[src/logic/decode_pkg.sv]
package decode_pkg;

	// major opcodes, insn[31:26]
	localparam logic [5:0] OP_SPECIAL = 6'd0;
	localparam logic [5:0] OP_REGIMM  = 6'd1;
	localparam logic [5:0] OP_J       = 6'd2;
	localparam logic [5:0] OP_JAL     = 6'd3;
	localparam logic [5:0] OP_BEQ     = 6'd4;
	localparam logic [5:0] OP_BNE     = 6'd5;
	localparam logic [5:0] OP_BLEZ    = 6'd6;
	localparam logic [5:0] OP_BGTZ    = 6'd7;
	localparam logic [5:0] OP_ADDIU   = 6'd9;
	localparam logic [5:0] OP_SLTI    = 6'd10;
	localparam logic [5:0] OP_SLTIU   = 6'd11;
	localparam logic [5:0] OP_ANDI    = 6'd12;
	localparam logic [5:0] OP_ORI     = 6'd13;
	localparam logic [5:0] OP_XORI    = 6'd14;
	localparam logic [5:0] OP_LUI     = 6'd15;
	localparam logic [5:0] OP_BEQL    = 6'd20;
	localparam logic [5:0] OP_BNEL    = 6'd21;
	localparam logic [5:0] OP_BLEZL   = 6'd22;
	localparam logic [5:0] OP_BGTZL   = 6'd23;
	localparam logic [5:0] OP_LB      = 6'd32;
	localparam logic [5:0] OP_LH      = 6'd33;
	localparam logic [5:0] OP_LW      = 6'd35;
	localparam logic [5:0] OP_LBU     = 6'd36;
	localparam logic [5:0] OP_LHU     = 6'd37;
	localparam logic [5:0] OP_SB      = 6'd40;
	localparam logic [5:0] OP_SH      = 6'd41;
	localparam logic [5:0] OP_SW      = 6'd43;

	// SPECIAL function codes, insn[5:0]
	localparam logic [5:0] FN_SLL  = 6'd0;
	localparam logic [5:0] FN_SRL  = 6'd2;
	localparam logic [5:0] FN_SRA  = 6'd3;
	localparam logic [5:0] FN_SLLV = 6'd4;
	localparam logic [5:0] FN_SRLV = 6'd6;
	localparam logic [5:0] FN_SRAV = 6'd7;
	localparam logic [5:0] FN_JR   = 6'd8;
	localparam logic [5:0] FN_JALR = 6'd9;
	localparam logic [5:0] FN_ADDU = 6'd33;
	localparam logic [5:0] FN_SUBU = 6'd35;
	localparam logic [5:0] FN_AND  = 6'd36;
	localparam logic [5:0] FN_OR   = 6'd37;
	localparam logic [5:0] FN_XOR  = 6'd38;
	localparam logic [5:0] FN_NOR  = 6'd39;
	localparam logic [5:0] FN_SLT  = 6'd42;
	localparam logic [5:0] FN_SLTU = 6'd43;

	// REGIMM selects on the rt field
	localparam logic [4:0] RT_BLTZ   = 5'd0;
	localparam logic [4:0] RT_BGEZ   = 5'd1;
	localparam logic [4:0] RT_BLTZL  = 5'd2;
	localparam logic [4:0] RT_BGEZL  = 5'd3;
	localparam logic [4:0] RT_BGEZAL = 5'd17;

	localparam logic [4:0] REG_LINK = 5'd31;

	typedef enum logic [5:0] {
		NOP, II, MOV, MOVI,
		SLL, SRL, SRA, SLLV, SRLV, SRAV,
		ADDU, SUBU, AND, OR, XOR, NOR, SLT, SLTU,
		ADDIU, SLTI, SLTIU, ANDI, ORI, XORI, LUI,
		LB, LH, LW, LBU, LHU, SB, SH, SW,
		BEQ, BNE, BLEZ, BGTZ, BEQL, BNEL, BLEZL, BGTZL,
		BLTZ, BGEZ, BLTZL, BGEZL, BGEZAL, BAL,
		J, JAL, JR, JALR
	} uop_op_t;

	typedef struct packed {
		logic [5:0] opcode;
		logic [4:0] rs;
		logic [4:0] rt;
		logic [4:0] rd;
		logic [4:0] shamt;
		logic [5:0] funct;
	} insn_r_t;

	typedef struct packed {
		logic [5:0]  opcode;
		logic [4:0]  rs;
		logic [4:0]  rt;
		logic [15:0] imm16;
	} insn_i_t;

	// one fetched word, seen as R or I format
	typedef union packed {
		insn_r_t r;
		insn_i_t i;
	} insn_word_t;

	typedef enum logic [2:0] {SRC_NONE, SRC_RS, SRC_RT, SRC_SHAMT, SRC_LINK} src_sel_t;
	typedef enum logic [1:0] {DST_NONE, DST_RD, DST_RT, DST_LINK} dst_sel_t;
	typedef enum logic [1:0] {IMM_ZERO, IMM_16, IMM_JUMP, IMM_PRED} imm_sel_t;

endpackage
[src/logic/decode_pipe.sv]
`timescale 1ns/10ps

module decode_pipe #(
	parameter int PC_W      = 32,
	parameter int PRF_IDX_W = 6
) (
	input  logic                 clk,
	input  logic                 rst_n,
	input  logic                 insn_valid,
	input  logic [31:0]          insn,
	input  logic [PC_W-1:0]      pc,
	input  logic                 insn_pred,
	input  logic [7:0]           pht_idx,
	input  logic [PC_W-1:0]      insn_pred_target,
	output logic                 uop_valid,
	output decode_pkg::uop_op_t  uop_op,
	output logic [PRF_IDX_W-1:0] src_a,
	output logic                 src_a_valid,
	output logic [PRF_IDX_W-1:0] src_b,
	output logic                 src_b_valid,
	output logic [PRF_IDX_W-1:0] dst,
	output logic                 dst_valid,
	output logic [15:0]          imm,
	output logic [PC_W-17:0]     jmp_imm,
	output logic [PC_W-1:0]      uop_pc,
	output logic                 br_pred,
	output logic [7:0]           uop_pht_idx,
	output logic                 is_br,
	output logic                 is_mem,
	output logic                 is_store,
	output logic                 has_delay_slot,
	output logic                 has_nullifying_delay_slot
);
	import decode_pkg::*;

	// stage 1 to 2
	logic             s1_valid;
	insn_word_t       s1_insn;
	logic [PC_W-1:0]  s1_pc;
	logic             s1_pred;
	logic [7:0]       s1_pht_idx;
	logic [PC_W-1:0]  s1_pred_target;

	// stage 2 to 3
	logic             s2_valid;
	insn_word_t       s2_insn;
	logic [PC_W-1:0]  s2_pc;
	logic [7:0]       s2_pht_idx;
	logic [PC_W-1:0]  s2_pred_target;
	uop_op_t          s2_op;
	src_sel_t         src_a_sel;
	src_sel_t         src_b_sel;
	dst_sel_t         dst_sel;
	imm_sel_t         imm_sel;
	logic             s2_br_pred;
	logic             s2_is_br;
	logic             s2_is_mem;
	logic             s2_is_store;
	logic             s2_has_delay_slot;
	logic             s2_has_nullifying_delay_slot;
	logic             may_fold;

	insn_capture #(.PC_W(PC_W)) insn_capture_inst (
		.clk(clk),
		.rst_n(rst_n),
		.insn_valid(insn_valid),
		.insn(insn),
		.pc(pc),
		.insn_pred(insn_pred),
		.pht_idx(pht_idx),
		.insn_pred_target(insn_pred_target),
		.s1_valid(s1_valid),
		.s1_insn(s1_insn),
		.s1_pc(s1_pc),
		.s1_pred(s1_pred),
		.s1_pht_idx(s1_pht_idx),
		.s1_pred_target(s1_pred_target)
	);

	op_classify #(.PC_W(PC_W)) op_classify_inst (
		.clk(clk),
		.rst_n(rst_n),
		.s1_valid(s1_valid),
		.s1_insn(s1_insn),
		.s1_pc(s1_pc),
		.s1_pred(s1_pred),
		.s1_pht_idx(s1_pht_idx),
		.s1_pred_target(s1_pred_target),
		.s2_valid(s2_valid),
		.s2_insn(s2_insn),
		.s2_pc(s2_pc),
		.s2_pht_idx(s2_pht_idx),
		.s2_pred_target(s2_pred_target),
		.s2_op(s2_op),
		.src_a_sel(src_a_sel),
		.src_b_sel(src_b_sel),
		.dst_sel(dst_sel),
		.imm_sel(imm_sel),
		.s2_br_pred(s2_br_pred),
		.s2_is_br(s2_is_br),
		.s2_is_mem(s2_is_mem),
		.s2_is_store(s2_is_store),
		.s2_has_delay_slot(s2_has_delay_slot),
		.s2_has_nullifying_delay_slot(s2_has_nullifying_delay_slot),
		.may_fold(may_fold)
	);

	operand_select #(.PC_W(PC_W), .PRF_IDX_W(PRF_IDX_W)) operand_select_inst (
		.clk(clk),
		.rst_n(rst_n),
		.s2_valid(s2_valid),
		.s2_insn(s2_insn),
		.s2_pc(s2_pc),
		.s2_pht_idx(s2_pht_idx),
		.s2_pred_target(s2_pred_target),
		.s2_op(s2_op),
		.src_a_sel(src_a_sel),
		.src_b_sel(src_b_sel),
		.dst_sel(dst_sel),
		.imm_sel(imm_sel),
		.s2_br_pred(s2_br_pred),
		.s2_is_br(s2_is_br),
		.s2_is_mem(s2_is_mem),
		.s2_is_store(s2_is_store),
		.s2_has_delay_slot(s2_has_delay_slot),
		.s2_has_nullifying_delay_slot(s2_has_nullifying_delay_slot),
		.may_fold(may_fold),
		.uop_valid(uop_valid),
		.uop_op(uop_op),
		.src_a(src_a),
		.src_a_valid(src_a_valid),
		.src_b(src_b),
		.src_b_valid(src_b_valid),
		.dst(dst),
		.dst_valid(dst_valid),
		.imm(imm),
		.jmp_imm(jmp_imm),
		.uop_pc(uop_pc),
		.br_pred(br_pred),
		.uop_pht_idx(uop_pht_idx),
		.is_br(is_br),
		.is_mem(is_mem),
		.is_store(is_store),
		.has_delay_slot(has_delay_slot),
		.has_nullifying_delay_slot(has_nullifying_delay_slot)
	);

endmodule

[src/logic/operand_select.sv]
`timescale 1ns/10ps

module operand_select #(
	parameter int PC_W      = 32,
	parameter int PRF_IDX_W = 6
) (
	input  logic                   clk,
	input  logic                   rst_n,
	input  logic                   s2_valid,
	input  decode_pkg::insn_word_t s2_insn,
	input  logic [PC_W-1:0]        s2_pc,
	input  logic [7:0]             s2_pht_idx,
	input  logic [PC_W-1:0]        s2_pred_target,
	input  decode_pkg::uop_op_t    s2_op,
	input  decode_pkg::src_sel_t   src_a_sel,
	input  decode_pkg::src_sel_t   src_b_sel,
	input  decode_pkg::dst_sel_t   dst_sel,
	input  decode_pkg::imm_sel_t   imm_sel,
	input  logic                   s2_br_pred,
	input  logic                   s2_is_br,
	input  logic                   s2_is_mem,
	input  logic                   s2_is_store,
	input  logic                   s2_has_delay_slot,
	input  logic                   s2_has_nullifying_delay_slot,
	input  logic                   may_fold,
	output logic                   uop_valid,
	output decode_pkg::uop_op_t    uop_op,
	output logic [PRF_IDX_W-1:0]   src_a,
	output logic                   src_a_valid,
	output logic [PRF_IDX_W-1:0]   src_b,
	output logic                   src_b_valid,
	output logic [PRF_IDX_W-1:0]   dst,
	output logic                   dst_valid,
	output logic [15:0]            imm,
	output logic [PC_W-17:0]       jmp_imm,
	output logic [PC_W-1:0]        uop_pc,
	output logic                   br_pred,
	output logic [7:0]             uop_pht_idx,
	output logic                   is_br,
	output logic                   is_mem,
	output logic                   is_store,
	output logic                   has_delay_slot,
	output logic                   has_nullifying_delay_slot
);
	import decode_pkg::*;

	logic [PRF_IDX_W-1:0] dst_d;
	logic                 dst_ok;
	uop_op_t              op_d;
	logic [15:0]          imm_d;
	logic [PC_W-17:0]     jmp_imm_d;

	// zero padded register index for a source selector
	function automatic logic [PRF_IDX_W-1:0] src_index(input src_sel_t sel, input insn_word_t w);
		case (sel)
			SRC_RS:    return PRF_IDX_W'(w.r.rs);
			SRC_RT:    return PRF_IDX_W'(w.r.rt);
			SRC_SHAMT: return PRF_IDX_W'(w.r.shamt);
			SRC_LINK:  return PRF_IDX_W'(REG_LINK);
			default:   return '0;
		endcase
	endfunction

	always_comb
	begin
		case (dst_sel)
			DST_RD:   dst_d = PRF_IDX_W'(s2_insn.r.rd);
			DST_RT:   dst_d = PRF_IDX_W'(s2_insn.r.rt);
			DST_LINK: dst_d = PRF_IDX_W'(REG_LINK);
			default:  dst_d = '0;
		endcase
		// writes to r0 vanish, link writes always stand
		dst_ok = (dst_sel == DST_LINK) || (dst_sel != DST_NONE && dst_d != '0);
		op_d = (may_fold && !dst_ok) ? NOP : s2_op;
	end

	always_comb
	begin
		imm_d = '0;
		jmp_imm_d = '0;
		case (imm_sel)
			IMM_16:
				imm_d = s2_insn.i.imm16;
			IMM_JUMP:
			begin
				imm_d = s2_insn.i.imm16;
				jmp_imm_d = (PC_W-16)'({s2_insn.r.rs, s2_insn.r.rt}); // insn[25:16]
			end
			IMM_PRED:
			begin
				imm_d = s2_pred_target[15:0];
				jmp_imm_d = s2_pred_target[PC_W-1:16];
			end
			default:
				imm_d = '0;
		endcase
	end

	always_ff @(posedge clk or negedge rst_n)
	begin
		if (!rst_n)
			uop_valid <= 1'b0;
		else
			uop_valid <= s2_valid;
	end

	always_ff @(posedge clk)
	begin
		if (s2_valid)
		begin
			uop_op <= op_d;
			src_a <= src_index(src_a_sel, s2_insn);
			src_a_valid <= (src_a_sel != SRC_NONE) && (src_a_sel != SRC_SHAMT);
			src_b <= src_index(src_b_sel, s2_insn);
			src_b_valid <= (src_b_sel != SRC_NONE) && (src_b_sel != SRC_SHAMT); // shamt is no read
			dst <= dst_d;
			dst_valid <= dst_ok;
			imm <= imm_d;
			jmp_imm <= jmp_imm_d;
			uop_pc <= s2_pc;
			br_pred <= s2_br_pred;
			uop_pht_idx <= s2_pht_idx;
			is_br <= s2_is_br;
			is_mem <= s2_is_mem;
			is_store <= s2_is_store;
			has_delay_slot <= s2_has_delay_slot;
			has_nullifying_delay_slot <= s2_has_nullifying_delay_slot;
		end
	end

endmodule

[src/logic/op_classify.sv]
`timescale 1ns/10ps

module op_classify #(
	parameter int PC_W = 32
) (
	input  logic                   clk,
	input  logic                   rst_n,
	input  logic                   s1_valid,
	input  decode_pkg::insn_word_t s1_insn,
	input  logic [PC_W-1:0]        s1_pc,
	input  logic                   s1_pred,
	input  logic [7:0]             s1_pht_idx,
	input  logic [PC_W-1:0]        s1_pred_target,
	output logic                   s2_valid,
	output decode_pkg::insn_word_t s2_insn,
	output logic [PC_W-1:0]        s2_pc,
	output logic [7:0]             s2_pht_idx,
	output logic [PC_W-1:0]        s2_pred_target,
	output decode_pkg::uop_op_t    s2_op,
	output decode_pkg::src_sel_t   src_a_sel,
	output decode_pkg::src_sel_t   src_b_sel,
	output decode_pkg::dst_sel_t   dst_sel,
	output decode_pkg::imm_sel_t   imm_sel,
	output logic                   s2_br_pred,
	output logic                   s2_is_br,
	output logic                   s2_is_mem,
	output logic                   s2_is_store,
	output logic                   s2_has_delay_slot,
	output logic                   s2_has_nullifying_delay_slot,
	output logic                   may_fold
);
	import decode_pkg::*;

	uop_op_t  op_d;
	src_sel_t a_sel_d;
	src_sel_t b_sel_d;
	dst_sel_t dst_sel_d;
	imm_sel_t imm_sel_d;
	logic     br_pred_d;
	logic     is_br_d;
	logic     is_mem_d;
	logic     is_store_d;
	logic     delay_d;
	logic     nullify_d;
	logic     fold_d;

	// opcode, funct or regimm rt down to one micro-op; II when not kept
	function automatic uop_op_t base_op(input insn_word_t w);
		logic rs_zero;
		rs_zero = (w.r.rs == 5'd0);
		case (w.r.opcode)
			OP_SPECIAL:
			begin
				case (w.r.funct)
					FN_SLL:  return SLL;
					FN_SRL:  return SRL;
					FN_SRA:  return SRA;
					FN_SLLV: return SLLV;
					FN_SRLV: return SRLV;
					FN_SRAV: return SRAV;
					FN_JR:   return JR;
					FN_JALR: return JALR;
					FN_ADDU: return ADDU;
					FN_SUBU: return SUBU;
					FN_AND:  return AND;
					FN_OR:   return rs_zero ? MOV : OR; // or rd, r0, rt is a plain move
					FN_XOR:  return XOR;
					FN_NOR:  return NOR;
					FN_SLT:  return SLT;
					FN_SLTU: return SLTU;
					default: return II;
				endcase
			end
			OP_REGIMM:
			begin
				case (w.r.rt)
					RT_BLTZ:   return BLTZ;
					RT_BGEZ:   return BGEZ;
					RT_BLTZL:  return BLTZL;
					RT_BGEZL:  return BGEZL;
					RT_BGEZAL: return rs_zero ? BAL : BGEZAL; // r0 >= 0 always holds
					default:   return II;
				endcase
			end
			OP_J:     return J;
			OP_JAL:   return JAL;
			OP_BEQ:   return BEQ;
			OP_BNE:   return BNE;
			OP_BLEZ:  return BLEZ;
			OP_BGTZ:  return BGTZ;
			OP_BEQL:  return BEQL;
			OP_BNEL:  return BNEL;
			OP_BLEZL: return BLEZL;
			OP_BGTZL: return BGTZL;
			OP_ADDIU: return rs_zero ? MOVI : ADDIU;
			OP_SLTI:  return SLTI;
			OP_SLTIU: return SLTIU;
			OP_ANDI:  return ANDI;
			OP_ORI:   return ORI;
			OP_XORI:  return XORI;
			OP_LUI:   return LUI;
			OP_LB:    return LB;
			OP_LH:    return LH;
			OP_LW:    return LW;
			OP_LBU:   return LBU;
			OP_LHU:   return LHU;
			OP_SB:    return SB;
			OP_SH:    return SH;
			OP_SW:    return SW;
			default:  return II;
		endcase
	endfunction

	always_comb
	begin
		op_d = base_op(s1_insn);
		a_sel_d = SRC_NONE;
		b_sel_d = SRC_NONE;
		dst_sel_d = DST_NONE;
		imm_sel_d = IMM_ZERO;
		br_pred_d = 1'b0;
		is_br_d = 1'b0;
		is_mem_d = 1'b0;
		is_store_d = 1'b0;
		delay_d = 1'b0;
		fold_d = 1'b0;
		case (op_d)
			SLL, SRL, SRA:
			begin
				a_sel_d = SRC_RT;
				b_sel_d = SRC_SHAMT; // shift amount rides in src_b, not a register
				dst_sel_d = DST_RD;
				fold_d = 1'b1;
			end
			SLLV, SRLV, SRAV, ADDU, AND, OR, XOR, NOR, SLT, SLTU:
			begin
				a_sel_d = SRC_RT;
				b_sel_d = SRC_RS;
				dst_sel_d = DST_RD;
				fold_d = 1'b1;
			end
			SUBU:
			begin
				a_sel_d = SRC_RS; // not commutative, keep rs - rt order
				b_sel_d = SRC_RT;
				dst_sel_d = DST_RD;
				fold_d = 1'b1;
			end
			MOV:
			begin
				a_sel_d = SRC_RT;
				dst_sel_d = DST_RD;
				fold_d = 1'b1;
			end
			ADDIU, SLTI, SLTIU, ANDI, ORI, XORI, MOVI, LUI:
			begin
				a_sel_d = (op_d == MOVI || op_d == LUI) ? SRC_NONE : SRC_RS;
				dst_sel_d = DST_RT;
				imm_sel_d = IMM_16;
				fold_d = 1'b1;
			end
			LB, LH, LW, LBU, LHU, SB, SH, SW:
			begin
				is_store_d = (op_d == SB || op_d == SH || op_d == SW);
				a_sel_d = SRC_RS; // base
				b_sel_d = is_store_d ? SRC_RT : SRC_NONE;
				dst_sel_d = is_store_d ? DST_NONE : DST_RT;
				imm_sel_d = IMM_16;
				is_mem_d = 1'b1;
				fold_d = !is_store_d;
			end
			BEQ, BNE, BEQL, BNEL, BLEZ, BGTZ, BLEZL, BGTZL,
			BLTZ, BGEZ, BLTZL, BGEZL, BGEZAL, BAL:
			begin
				a_sel_d = SRC_RS;
				if (op_d == BEQ || op_d == BNE || op_d == BEQL || op_d == BNEL)
					b_sel_d = SRC_RT;
				else if (op_d == BGEZAL)
					b_sel_d = SRC_LINK; // old r31 still needed
				if (op_d == BGEZAL || op_d == BAL)
					dst_sel_d = DST_LINK;
				imm_sel_d = IMM_16;
				br_pred_d = s1_pred;
				is_br_d = 1'b1;
				delay_d = 1'b1;
			end
			J:
			begin
				is_br_d = 1'b1; // target resolved at fetch
				delay_d = 1'b1;
			end
			JAL:
			begin
				dst_sel_d = DST_LINK;
				imm_sel_d = IMM_JUMP;
				br_pred_d = 1'b1;
				is_br_d = 1'b1;
				delay_d = 1'b1;
			end
			JR, JALR:
			begin
				a_sel_d = SRC_RS;
				dst_sel_d = (op_d == JALR) ? DST_RD : DST_NONE;
				imm_sel_d = IMM_PRED;
				is_br_d = 1'b1;
				delay_d = 1'b1;
			end
			default:
				fold_d = 1'b0; // II leaves every selector at none
		endcase
		nullify_d = (op_d inside {BEQL, BNEL, BLEZL, BGTZL, BLTZL, BGEZL});
	end

	always_ff @(posedge clk or negedge rst_n)
	begin
		if (!rst_n)
			s2_valid <= 1'b0;
		else
			s2_valid <= s1_valid;
	end

	always_ff @(posedge clk)
	begin
		if (s1_valid)
		begin
			s2_insn <= s1_insn;
			s2_pc <= s1_pc;
			s2_pht_idx <= s1_pht_idx;
			s2_pred_target <= s1_pred_target;
			s2_op <= op_d;
			src_a_sel <= a_sel_d;
			src_b_sel <= b_sel_d;
			dst_sel <= dst_sel_d;
			imm_sel <= imm_sel_d;
			s2_br_pred <= br_pred_d;
			s2_is_br <= is_br_d;
			s2_is_mem <= is_mem_d;
			s2_is_store <= is_store_d;
			s2_has_delay_slot <= delay_d;
			s2_has_nullifying_delay_slot <= nullify_d;
			may_fold <= fold_d;
		end
	end

endmodule

[src/logic/insn_capture.sv]
`timescale 1ns/10ps

module insn_capture #(
	parameter int PC_W = 32
) (
	input  logic                   clk,
	input  logic                   rst_n,
	input  logic                   insn_valid,
	input  logic [31:0]            insn,
	input  logic [PC_W-1:0]        pc,
	input  logic                   insn_pred,
	input  logic [7:0]             pht_idx,
	input  logic [PC_W-1:0]        insn_pred_target,
	output logic                   s1_valid,
	output decode_pkg::insn_word_t s1_insn,
	output logic [PC_W-1:0]        s1_pc,
	output logic                   s1_pred,
	output logic [7:0]             s1_pht_idx,
	output logic [PC_W-1:0]        s1_pred_target
);

	// strobe only, no stall path
	always_ff @(posedge clk or negedge rst_n)
	begin
		if (!rst_n)
			s1_valid <= 1'b0;
		else
			s1_valid <= insn_valid;
	end

	always_ff @(posedge clk)
	begin
		if (insn_valid)
		begin
			s1_insn        <= insn; // raw word, viewed through the union downstream
			s1_pc          <= pc;
			s1_pred        <= insn_pred;
			s1_pht_idx     <= pht_idx;
			s1_pred_target <= insn_pred_target;
		end
	end

endmodule

[config.mk]
export PLATFORM = sky130hd
export DESIGN_NAME = decode_pipe
export DESIGN_NICKNAME = d
export VERILOG_FILES = /design/src/logic/decode_pkg.sv /design/src/logic/decode_pipe.sv /design/src/logic/operand_select.sv /design/src/logic/op_classify.sv /design/src/logic/insn_capture.sv
export SDC_FILE = /design/constraint.sdc
export NUM_CORES = 1
export LEC_CHECK = 0
export ABC_AREA = 0
export BUFFER_PORTS_ARGS = -buffer_cell sky130_fd_sc_hd__buf_4
export CAP_MARGIN = 30
export CELL_PAD_IN_SITES_DETAIL_PLACEMENT = 0
export CELL_PAD_IN_SITES_GLOBAL_PLACEMENT = 1
export CORE_MARGIN = 10
export CORE_UTILIZATION = 50
export CTS_CLUSTER_SIZE = 20
export DETAILED_ROUTE_END_ITERATION = 7
export GPL_ROUTABILITY_DRIVEN = 1
export PLACE_DENSITY_LB_ADDON = 0.3
export SYNTH_ARGS = -nofsm -noshare
export SYNTH_HDL_FRONTEND = slang
export SYNTH_SLANG_ARGS = --single-unit
[constraint.sdc]
create_clock -name clk -period 6 [get_ports clk]
set_clock_uncertainty 0.15 [all_clocks]
set_input_delay 1.5 -clock clk [delete_from_list [all_inputs] [get_ports clk]]
set_output_delay 1.5 -clock clk [all_outputs]
set_load 0.01 [all_outputs]
==> PnR_summary.wiki <==
{| class="wikitable"
! Metric !! Value
|-
| Area used by multi-input combinational logic || 2030 um2
|-
| Number of warnings reported in the yosys synthesis log || 0
|-
| Synth cell count leaders || 325 x edfxtp_1, 63 x nor2_1, 27 x clkbuf_1
|-
| Clock sink count || 328
|-
| Worst Path Class, Setup || reg2reg
|-
| Iter 0 DRT Violations || 604
|-
| Slew @ Worst Pin || 0.847 ns
|-
| Vias in the first global route || 6757
|-
| Clock period minus final worst setup slack || 4.21 ns
|-
| Highest routed metal layer || met4
|-
| Number of buffers inserted to repair setup after CTS || 0
|-
| Unique cell type count in the Yosys netlist || 72
|-
| Buffers on Ports || 210
|-
| Met3 routed wirelength || 2.23 mm
|-
| Max Cap Viol || 0
|-
| Area added between synthesis and finish || 24.0%
|-
| Maximum VDD drop || 0.251 mV
|-
| Setup repair after global routing missed its margin || no
|-
| Hold Fails Final Rpt || 0
|-
| Top-level I/O count || 214
|-
| Hold buffer count at CTS || 0
|-
| Result of the run || finished, final reports clean
|-
| Clock root buffer || clkbuf_16
|-
| Fmax achieved || 0.238 GHz
|-
| DR WL met2 || 12.1 mm
|-
| Setup TNS Final || 0 ns
|-
| Antenna violations before repair || 2
|-
| Highest fanout seen on the critical path || 20
|-
| First-pass iteration count of the detailed router || 5
|-
| DR vias || 6715
|-
| Largest net degree at the start of global routing || 74
|-
| Flip-flop cell with the highest count after synthesis || edfxtp_1
|-
| Cell count after synthesis || 694
|-
| Worst-Skew Late Latency || 0.50 ns
|-
| Detailed-route wire length on metal 1 || 11.1 mm
|-
| Static leakage || 5.61 nW
|-
| Post-synth design cell area || 12100 um2
|-
| Deepest clock path buffer count || 3
|-
| Period utilisation layout || 0.701
|-
| Total power || 5.27 mW
|-
| HPWL after DPL || 17.9 mm
|-
| Final number of setup-violating endpoints || 0
|-
| Async set-or-reset flop fraction in the synthesized netlist || 0.00915
|-
| Top cells by area in the synthesized netlist || edfxtp_1 81%, nor2_1 2.0%, a22oi_1 1.4%, nor2b_1 0.98%, clkbuf_1 0.84%
|-
| Die area || 30800 um2
|-
| Wirelength per Cell || 20.6 um
|-
| Count of fill cells added during filler insertion || 1702
|-
| Relative slew slack || 0.436
|-
| Die Y || 175 um
|-
| Library cell with the largest summed area after synthesis || edfxtp_1
|-
| Effective utilization at floorplan || 0.511
|-
| First-pass GRT wire length || 39.6 mm
|-
| Crit path launch type || flip-flop
|-
| Dominant cell by count in the synthesized netlist || edfxtp_1
|-
| Resize count post-CTS || 0
|-
| Final routed DRC violation total || 0
|-
| Type of the most critical hold path || reg2reg
|-
| Width of the die || 175 um
|-
| Synthesized area divided by synthesized cell count || 17.4 um2
|-
| Overflow after GRT || 0
|-
| Net count of the finished layout || 1026
|-
| Floorplan row count || 56
|-
| Share of synthesized area occupied by flip-flops and latches || 0.815
|-
| Number of vias per cell || 5.36
|-
| Power Dens Cells || 352 nW/um2
|-
| Register bit count reported by yosys || 328
|-
| Core outline area || 23600 um2
|-
| Routability congestion estimate from global placement || 0.882
|-
| Synth top area share || 0.809
|-
| Arr. time, crit path || 4.30 ns
|-
| Share of final-layout standard cells stronger than drive strength 1 || 0.298
|-
| Seq. cell area || 9840 um2
|-
| TritonCTS Buffers || 34
|-
| CTS tree || built
|-
| Endpoint kind of the worst setup timing path || flip-flop
|-
| Number of enable-type register cells in the synthesized netlist || 325
|-
| Final Max Tran Viols || 0
|-
| Deepest level of the CTS H-tree || 2
|-
| Required time worst endpoint || 6.09 ns
|-
| Clock input transition at the sequential cells of the worst setup and hold paths || 0.06 ns
|-
| Overall global routing resource usage || 0.166
|-
| Wire length reported by the detailed router || 25.8 mm
|-
| Remaining antenna violation count || 0
|}
==> registers in the layout, indices dropped and copies added, names as in the netlist, 5 cells and up <==
signal                            flops
operand_select_inst.uop_op            6
insn_capture_inst.s1_pred_target     32
insn_capture_inst.s1_insn            32
op_classify_inst.s2_pht_idx           8
insn_capture_inst.s1_pc              32
op_classify_inst.s2_op                6
insn_capture_inst.s1_pht_idx          8
operand_select_inst.imm              16
operand_select_inst.uop_pc           32
operand_select_inst.src_a             5
operand_select_inst.jmp_imm          16
op_classify_inst.s2_pc               32
operand_select_inst.dst               5
operand_select_inst.src_b             5
op_classify_inst.s2_insn             26
operand_select_inst.uop_pht_idx       8
op_classify_inst.s2_pred_target      32
==> metal layers <==
layer,up-vias,track usage
met4,0,0.0420
li1,3133,-
met2,278,0.265
met1,3263,0.218
met5,-,0
met3,41,0.0493
==> stage by stage <==
step | std cells | instance area [um2] | worst slack [ns] | util | hold slack [ns]
detailed placement | 1193 | 13900 | 1.84 | 0.590 | 0.255
global placement | 1193 | 13900 | 1.94 | 0.590 | 0.250
finish | 1252 | 15000 | 1.79 | 0.634 | 0.260
floorplan | 696 | 12100 | 2.50 | - | 0.250
global route | 1251 | 15000 | 1.62 | 0.634 | 0.262
CTS | 1249 | 14900 | 1.85 | 0.633 | 0.261
==> logic make-up after synthesis <==
logic type / Yosys count / share of synthesized area
simple gates: 177 / 0.0773
buf+inv: 49 / 0.0174
fa+ha+maj: 7 / 0.00726
xor+xnor: 4 / 0.00290
compound gates: 117 / 0.0703
flops: 328 / 0.815
other cells: 1 / 0.000311
mux: 11 / 0.00974
==> where the power goes <==
part / switching (mW) / internal [mW] / total [mW]
clock network: 0.778 / 1.12 / 1.90
logic: 0.259 / 0.220 / 0.478
registers: 0.116 / 2.77 / 2.89
total: 1.15 / 4.11 / 5.27
==> cell type report <==
type	instances	area share
clock buffers	48	0.0624
inverters	13	0.00326
flip-flops and latches	328	0.658
clock inverters	8	0.00476
well taps	319	0.0267
repair buffers	215	0.109
diodes	2	0.000334
multi-input cells	319	0.136
==> cell usage in the layout, fill, tap and decap left out, types with 3 or more instances in the layout <==
master	n
inv_1	11
buf_4	214
a222oi_1	5
nor3b_1	3
mux2_2	6
a211oi_1	6
a21o_1	3
nand2_1	17
nor2b_1	19
a22o_1	10
nand3_1	11
or3_1	8
nor3_1	7
conb_1	3
clkinv_1	3
clkbuf_1	12
clkbuf_16	35
edfxtp_1	325
nand2b_1	14
a21oi_1	19
or2_2	3
a22oi_1	22
or4_1	3
o21ai_1	3
o21ai_0	12
and2_1	8
mux2i_1	5
ha_1	7
nor2_1	63
xor2_1	3
nor4_1	5
o32ai_1	3
a31oi_1	4
==> final timing paths <==
check	start	end	slack, ns	cells past startpoint
worst max-delay path	insn_capture_inst.s1_insn[29]	op_classify_inst.src_a_sel[0]	1.79	9
max in group asynchronous	rst_n	insn_capture_inst.s1_valid	4.95	1
worst min-delay path	insn_capture_inst.s1_pc[18]	op_classify_inst.s2_pc[18]	0.26	0
worst min register to register	insn_capture_inst.s1_pc[18]	op_classify_inst.s2_pc[18]	0.26	0
min in group asynchronous	rst_n	operand_select_inst.uop_valid	0.63	1
worst max register to register	insn_capture_inst.s1_insn[29]	op_classify_inst.src_a_sel[0]	1.79	9
==> worst max-delay path, stage by stage, from the launching register on <==
cell,delay (ns)
edfxtp_1,0.66
or4_1,0.75
nor3_2,0.33
o21ai_1,0.21
o211ai_1,0.41
nand2b_1,0.26
mux2_2,0.17
o32ai_1,0.07
a2111o_1,0.42
or4_1,0.53
Note: power is estimated with default switching activity, not from simulation.
